--- config.mk ---
export PLATFORM = sky130hd
export DESIGN_NAME = cache_burst_bridge
export DESIGN_NICKNAME = d
export VERILOG_FILES = /design/src/design/cache_pkg.sv /design/src/design/cache_burst_bridge.sv
export SDC_FILE = /design/constraint.sdc
export NUM_CORES = 1
export LEC_CHECK = 0
export ABC_AREA = 1
export BUFFER_PORTS_ARGS = -buffer_cell sky130_fd_sc_hd__buf_2
export CORE_AREA = 4 4 479 481
export CTS_CLUSTER_SIZE = 16
export DETAILED_ROUTE_END_ITERATION = 7
export DIE_AREA = 0 0 483 485
export HOLD_SLACK_MARGIN = 0.03
export PLACE_DENSITY = 0.38
export RECOVER_POWER = 50
export SETUP_SLACK_MARGIN = 0.4
export SYNTH_ARGS = -nofsm -noshare
export SYNTH_HDL_FRONTEND = slang
export SYNTH_SLANG_ARGS = --single-unit
--- constraint.sdc ---
create_clock -name clk -period 11.3 [get_ports clk]
set_input_delay 1.695 -clock clk [delete_from_list [all_inputs] [get_ports clk]]
set_output_delay 1.695 -clock clk [all_outputs]
set_load 0.01 [all_outputs]
--- src/design/cache_pkg.sv ---
`default_nettype none

package cache_pkg;

  // byte address width seen by the cpu and the memory
  localparam int ADDR_W = 32;

  // one memory beat, also the cpu word
  localparam int BEAT_W = 64;

  // beats per cache line
  localparam int BEATS = 8;

  // full line, 64 bytes
  localparam int LINE_W = BEAT_W * BEATS;

  // byte offset inside a line
  localparam int OFFSET_W = 6;

  // direct mapped, one line per set
  localparam int SETS = 16;
  localparam int INDEX_W = 4;

  // whatever is left above index and offset
  localparam int TAG_W = ADDR_W - INDEX_W - OFFSET_W;

  // line operation codes
  localparam logic OP_READ = 1'b0;
  localparam logic OP_WRITE = 1'b1;

  // beat size code, 8 bytes per beat
  localparam logic [2:0] SIZE_D = 3'd3;

  // burst length code, beats minus one
  localparam logic [7:0] BLKS_LINE = 8'd7;

endpackage

`default_nettype wire

--- src/design/cache_burst_bridge.sv ---
`timescale 1ns/100ps
`default_nettype none

module cache_burst_bridge (
  input  wire                                    clk,
  input  wire                                    rst,
  // line transaction from the transfer unit
  input  wire                                    i_line_valid,
  input  wire                                    i_line_op,
  input  wire  [cache_pkg::ADDR_W-1:0]           i_line_addr,
  input  wire  [cache_pkg::LINE_W-1:0]           i_line_wdata,
  input  wire  [$bits(cache_pkg::SIZE_D)-1:0]    i_line_size,
  input  wire  [$bits(cache_pkg::BLKS_LINE)-1:0] i_line_blks,
  output logic                                   o_line_ready,
  output logic [cache_pkg::LINE_W-1:0]           o_line_rdata,
  // memory beat port
  output logic                                   o_mem_valid,
  output logic                                   o_mem_we,
  output logic [cache_pkg::ADDR_W-1:0]           o_mem_addr,
  output logic [cache_pkg::BEAT_W-1:0]           o_mem_wdata,
  input  wire                                    i_mem_ready,
  input  wire  [cache_pkg::BEAT_W-1:0]           i_mem_rdata
);

  // counter as wide as the burst length code
  logic [$bits(cache_pkg::BLKS_LINE)-1:0] beat_cnt;
  // beat number inside the line
  logic [$clog2(cache_pkg::BEATS)-1:0]    beat_sel;
  logic                                   beat_done;
  logic                                   last_beat;
  logic                                   line_start;

  assign beat_sel  = beat_cnt[$clog2(cache_pkg::BEATS)-1:0];
  assign beat_done = o_mem_valid & i_mem_ready;
  assign last_beat = (beat_cnt == i_line_blks);

  // new line only when idle and not in the ready cycle
  assign line_start = i_line_valid & ~o_mem_valid & ~o_line_ready;

  always_ff @(posedge clk) begin
    if (rst) begin
      o_mem_valid  <= 1'b0;
      o_line_ready <= 1'b0;
      beat_cnt     <= '0;
    end else begin
      o_line_ready <= 1'b0;
      if (line_start) begin
        o_mem_valid <= 1'b1;
        beat_cnt    <= '0;
      end else if (beat_done) begin
        if (last_beat) begin
          // blks+1 beats moved
          o_mem_valid  <= 1'b0;
          o_line_ready <= 1'b1;
        end else begin
          // next beat offered right away
          beat_cnt <= beat_cnt + 1'b1;
        end
      end
    end
  end

  // read beats fill the line lowest first
  always_ff @(posedge clk) begin
    if (beat_done && i_line_op == cache_pkg::OP_READ) begin
      o_line_rdata[beat_sel*cache_pkg::BEAT_W +: cache_pkg::BEAT_W] <= i_mem_rdata;
    end
  end

  // base plus 8 bytes per beat
  // held by the counter and the held line inputs during stalls
  assign o_mem_addr = {i_line_addr[cache_pkg::ADDR_W-1:cache_pkg::OFFSET_W], beat_sel,
                       {(cache_pkg::OFFSET_W - $clog2(cache_pkg::BEATS)){1'b0}}};
  assign o_mem_we    = i_line_op;
  assign o_mem_wdata = i_line_wdata[beat_sel*cache_pkg::BEAT_W +: cache_pkg::BEAT_W];

  // only 8 byte beats are supported
  a_size: assert property (
    @(posedge clk) disable iff (rst) i_line_valid |-> i_line_size == cache_pkg::SIZE_D
  );

  // beats only while the line is offered and never past the end of that line
  a_in_line: assert property (
    @(posedge clk) disable iff (rst)
    o_mem_valid |-> i_line_valid && beat_cnt < cache_pkg::BEATS &&
      (o_mem_addr - i_line_addr) < cache_pkg::BEATS * 8
  );

endmodule

`default_nettype wire

==> results of run 1 <==
flip-flops by register name (all words and copies together) (netlist names):
register      cells
beat_cnt          8
o_line_rdata    512
o_line_ready      1
o_mem_valid       1
path summary, 6_finish.rpt:
path / slack [ns] / endpoint
setup / recovery: 3.33 / o_line_rdata[2]
hold / removal: 0.49 / beat_cnt[7]
setup reg to reg: 3.33 / o_line_rdata[2]
hold reg to reg: 0.49 / beat_cnt[7]
metrics by stage:
step           hold slack [ns]  instance area (um^2)
6_report                0.4946                 35570
5_1_grt                 0.5438                 35550
4_1_cts                 0.4984                 36300
3_5_place_dp            0.4894                 34290
3_3_place_gp            0.4871                 34290
2_1_floorplan           0.4664                 25390
area by class of cell:
class	count	area, um^2	area share, %
Antenna cell	28	70.07	0.1970
Clock buffer	61	1484	4.172
Clock inverter	44	521.8	1.467
Inverter	155	608.1	1.710
Multi-Input combinational cell	1638	7971	22.41
Sequential cell	522	15580	43.80
Tap cell	2992	3744	10.52
Timing Repair Buffer	1219	5593	15.72
critical path: stages (launching register included):
cell	delay [ns]
dfxtp_1	1.17
inv_16	0.37
ha_1	1.64
clkbuf_1	2.31
nor2_1	0.58
nand3_4	0.41
buf_4	0.74
nor2_1	0.27
logic make-up (layout without fill, tap and decap cells):
group / count (synthesis) / after routing
xor gates and xnor gates: 7 / 7
other: 1 / 31
AOI/OAI and AO/OA: 394 / 394
adders and majority gates: 7 / 7
DFF: 522 / 522
buffers and inverters: 400 / 1479
and+or+nand+nor: 1227 / 1227
placed cells by master (no fill, tap or decap), types with 6 or more instances in the layout:
cell type / Yosys / final
a21oi_1: 9 / 9
buf_2: 81 / 655
buf_4: 55 / 44
bufinv_16: 0 / 9
clkbuf_1: 91 / 520
clkbuf_16: 0 / 59
clkinv_1: 1 / 12
clkinv_2: 0 / 10
dfxtp_1: 10 / 9
diode_2: 0 / 28
edfxtp_1: 512 / 512
inv_1: 150 / 147
inv_6: 0 / 7
nand2_1: 298 / 298
nand3_1: 12 / 11
nand4_1: 64 / 64
nor2_1: 710 / 711
nor3_2: 64 / 70
nor4_1: 15 / 31
nor4_2: 50 / 33
o21ai_0: 251 / 251
o21ai_1: 6 / 6
o22ai_1: 128 / 128
layer usage:
| metal | vias to the layer above | share of wire, % | track usage, % |
|---|---|---|---|
| met5 | - | 0.15 | 0 |
| met4 | 48 | 4.5 | 5.931 |
| met1 | 12154 | 37 | 17.00 |
| met2 | 1269 | 53 | 29.78 |
| li1 | 10848 | - | - |
| met3 | 327 | 5.6 | 3.172 |
where the power goes:
group          internal [uW]  switching [uW]
clock network           1170             873
registers               2110            4.13
logic                    142             366
total                   3420            1240
==> reports/results.ini, run 1 <==
[routing]
route.detailed.drc = 0
routed_via_density = 3.701
final_antenna_net_count = 0
drtIter0Drc = 1724
vias = 24646
drt-total-wl_um = 194600
dr.pass1.iters = 7
route.detailed.wl_per_inst_um = 29.22

[synth]
syn_area_mm2 = 0.02538
yosysWarnings = 0
synthAdderAreaFrac_pct = 0.3450
synth_cells = 2558
ys_top_cells_by_area = edfxtp_1 (61%), nor2_1 (10%), o21ai_0 (4.9%)
yosysMostFrequentCell = nor2_1
synthXorXnorAreaFrac_pct = 0.2415
synthArstFlopShare_pct = 0
synth_ff_type = edfxtp_1
synth_area_per_cell_um2 = 9.923
synth_top_area_share_pct = 60.57
synth_top_family_by_area = simple AND/OR/NAND/NOR gates
ys_seq_elements = 522
synth.distinct_cells = 34
yosys.area.top_type = edfxtp_1
synth_compound_area_share_pct = 8.399
ys_top_cells_by_count = nor2_1 (710), edfxtp_1 (512), nand2_1 (298)
synth-edff-count = 512
seq_area_frac_synth_pct = 61.36
synthMuxAreaShare_pct = 0
synthSimpleGateAreaFrac_pct = 22.46

[setup_path]
crit_path_end_kind = flip-flop
critPathMaxFanout = 100
r2r_start = beat_cnt[0]
critical_path.startpoint = beat_cnt[0]
crit_type = reg2reg
arrival_ns = 8.29
worst_setup_path_start_kind = flip-flop
worstPathRequired_ns = 11.62
rr_worst_depth = 7

[floorplan]
dieArea_mm2 = 0.2343
rows = 174
die_w_um = 483
die_height_um = 485
io_pins = 1235
coreArea_mm2 = 0.2247
start_util_pct = 11.30

[outcome]
violations = capacitance limit, slew limit
status = finished with violations

[clock_network]
root_buffer = clkbuf_16
htreeDepth = 2
cts_inserted_buffers = 59
cts_setup_buffers = 0
clock_path_buffers = 3
cts.sinks = 522
insertion_delay_ns = 0.68
tritoncts = yes
postCtsHoldBufs = 0
cts_resized = 0
clk_pin_slew_ns = 0.06

[timing]
fmax_ghz = 0.1255
fin_ws_ns = 3.330
clock_skew_ns = 0.03513
timing.final.crit_period_ns = 7.970
setup_viol = 0
hold_viol = 0
tightest_slew_ns = 4.325
rsz0062_at_grt = no
maxSlewHeadroom_pct = -188.4
fin_tns_setup_ns = 0
slew_violations = 230
post-route-period-util_pct = 70.53

[place]
dp_cells = 6526
gp_congestion = 0.9654
dp_slack_ns = 6.376
io_buffers = 1170
hpwl_um = 158600

[cells_and_area]
syn2layout_area_growth_pct = 40.13
utilization_pct = 15.83
nFillCells = 25966
drive_gt1_share_pct = 25.12
finalNonFillerCells = 6659
fin_nets = 4226

[pwr]
p_leak_uw = 0.01277
ir_worst_vdd_mv = 0.1256
power.total_uw = 4662
pwr_density_cell_mw_per_mm2 = 131.1

[grt]
grtUsageTotal_pct = 15.70
grt.overflow.total = 0
grt_max_degree = 165
antenna_found_initial = 112
grt_pass1_vias = 24887
grt_pass1_wl_um = 249000

[hold_path]
worst_hold_startpoint = beat_cnt[7]
hold_class = reg2reg
holdPathStages = 2

[run]
max_cap_viol_count = 4

Note: power is estimated with default switching activity, not from simulation.
==> run 2: changes to the inputs <==
==> constraint.sdc (replaced) <==
create_clock -name clk -period 8.2 [get_ports clk]
set_input_delay 1.23 -clock clk [delete_from_list [all_inputs] [get_ports clk]]
set_output_delay 1.23 -clock clk [all_outputs]
set_load 0.01 [all_outputs]
==> run 2 against run 1 <==
  * Combinational power rose by 36%
  * Via count hardly changed
  * Largest power group unchanged
  * The flow still finishes with violations (capacitance limit, slew limit)
  * Worst hold slack gained 0.0025 ns
  * Sequential power is 38% higher
  * Non-clock buffer count stayed put
  * Register-to-register slack worse by 1.3 ns
  * Final area fell by 0.65%
  * Sequential share of layout area is 0.29 points higher
  * First-iteration DRC count is 4.8% lower
  * Flip-flop and latch count is the same
  * Worst setup slack worse by 1.3 ns
  * Global-route usage is essentially flat
  * Critical endpoint is now o_line_rdata[349]
==> reports/results.ini, run 2 (synthesized netlist as in run 1, its figures left out) <==
[grt]
grtUsageTotal_pct = 15.75  ; +0.049 points
grt_pass1_wl_um = 249400  ; +0.16%
antenna_found_initial = 119  ; +6.3%
grt_max_degree = 167  ; +1.2%
grt_pass1_vias = 24895  ; +0.032%
grt.overflow.total = 0  ; unchanged

[floorplan]
io_pins = 1235  ; unchanged
coreArea_mm2 = 0.2247  ; unchanged
dieArea_mm2 = 0.2343  ; unchanged
start_util_pct = 11.30  ; unchanged
die_w_um = 483  ; unchanged
die_height_um = 485  ; unchanged
rows = 174  ; unchanged

[cells_and_area]
nFillCells = 25983  ; +0.065%
fin_nets = 4226  ; unchanged
final_common_cell = nor2_1
top_register = o_line_rdata
largest_reg_flops = 512  ; unchanged
fin_area_mm2 = 0.03534  ; -0.65%
syn2layout_area_growth_pct = 39.23
final_cell_mix = nor2_1 (711), buf_2 (654), clkbuf_1 (530)
utilization_pct = 15.73  ; -0.10 points
top_regs = o_line_rdata (512), beat_cnt (8)
drive_gt1_share_pct = 23.85  ; -1.3 points

[clock_network]
clk_pin_slew_ns = 0.06  ; about the same
clock_path_buffers = 3  ; unchanged
cts_resized = 0  ; unchanged
cts_setup_buffers = 0  ; unchanged
tritoncts = yes
htreeDepth = 2  ; unchanged
postCtsHoldBufs = 0  ; unchanged
insertion_delay_ns = 0.66  ; -0.02 ns
cts_inserted_buffers = 59  ; unchanged
root_buffer = clkbuf_16
cts.sinks = 522  ; unchanged

[place]
hpwl_um = 160000  ; +0.86%
io_buffers = 1170  ; unchanged
dp_slack_ns = 3.381  ; -2.995 ns
gp_congestion = 0.9533  ; -1.3%
place_area_mm2 = 0.03430  ; about the same

[timing]
timing.final.crit_period_ns = 6.177  ; -1.793 ns
hold_viol = 0  ; unchanged
fin_ws_ns = 2.023  ; -1.307 ns
post-route-period-util_pct = 75.33  ; +4.8 points
maxSlewHeadroom_pct = -40.48  ; +150 points
rsz0062_at_grt = no
setup_viol = 0  ; unchanged
clock_skew_ns = 0.02240  ; -0.01273 ns
slew_violations = 231  ; +0.43%
fin_tns_setup_ns = 0  ; unchanged
tightest_slew_ns = 2.107  ; -2.218 ns
fmax_ghz = 0.1619  ; +29%

[routing]
final_antenna_net_count = 0  ; unchanged
dr.pass1.iters = 7  ; unchanged
routed-wl-met2_um = 102600  ; -0.48%
top_layer = met5
route.detailed.wl_per_inst_um = 29.21  ; about the same
vias = 24666  ; +0.081%
routed_via_density = 3.697  ; about the same
drtIter0Drc = 1642  ; -4.8%
drt-total-wl_um = 194800  ; +0.14%
met1Wirelength_um = 70210  ; -2.0%
wl_met3_um = 11950  ; +10%
route.detailed.drc = 0  ; unchanged

[hold_path]
hold_class = reg2reg

[setup_path]
crit_path_end_kind = flip-flop
worstPathRequired_ns = 8.46  ; -3.16 ns
crit_type = reg2reg
arrival_ns = 6.43  ; -1.86 ns
critPathMaxFanout = 58  ; -42%
worst_setup_path_start_kind = flip-flop

[pwr]
p_leak_uw = 0.01275  ; -0.21%
ir_worst_vdd_mv = 0.1494  ; +19%
pwr_density_cell_mw_per_mm2 = 179.7  ; +37%

[outcome]
status = finished with violations
violations = capacitance limit, slew limit

[run]
max_cap_viol_count = 7  ; +3

run 2: changes by cell type in the layout (fill, tap and decap cells not counted), moves of 2 or more:
cell / previous run / this run
nor3_1: 0 / 37
diode_2: 28 / 36
clkinvlp_4: 5 / 1
clkbuf_1: 520 / 530
bufinv_16: 9 / 7
nor3_2: 70 / 33
clkinv_4: 3 / 1
run 2: path summary, 6_finish.rpt:
path | startpoint | to | slack, ns | cells after the start
min reg2reg | beat_cnt[7] | beat_cnt[7] | 0.50 | 2
max reg2reg | beat_cnt[1] | o_line_rdata[349] | 2.02 | 7
max | beat_cnt[1] | o_line_rdata[349] | 2.02 | 7
min | beat_cnt[7] | beat_cnt[7] | 0.50 | 2
run 2: routing by layer:
layer | vias to the layer above | GRT usage, %
met5 | - | 0
met4 | 56 | 6.659
met2 | 1298 | 29.71
met3 | 355 | 3.559
met1 | 12099 | 16.68
li1 | 10858 | -
run 2: layout make-up:
cell class	instances	area (um^2)	area share, %
antenna	36	90.09	0.2549
multi-input combinational	1638	7777	22.01
timing repair buffer	1219	5605	15.86
tap	2992	3744	10.59
inverter	155	608.1	1.721
sequential	522	15580	44.08
clock buffer	72	1546	4.376
clock inverter	37	390.4	1.105
run 2: power breakdown:
part           internal [uW]  total [uW]  switching, uW  leakage (uW)
Combinational            195         691            496       0.00637
Sequential              2910        2910           7.51       0.00543
Clock                   1560        2750           1180      0.000948
run 2: worst max-delay path, stage by stage, from the launching register on:
cell	delay, ns
dfxtp_1	1.37
inv_6	0.37
ha_1	0.40
ha_4	0.33
inv_1	0.72
nand2_1	0.33
nor3_1	1.25
buf_4	0.87
run 2: stage by stage:
step / hold slack, ns / cells / power, uW
after detailed placement: 0.4910 / 6526 / 3704
final: 0.4971 / 6671 / 6351
after global placement: 0.4840 / 6526 / 3704
after global routing: 0.5409 / 6653 / 6580
after CTS: 0.5016 / 6635 / 6487
after floorplan: 0.4664 / 2560 / 3242
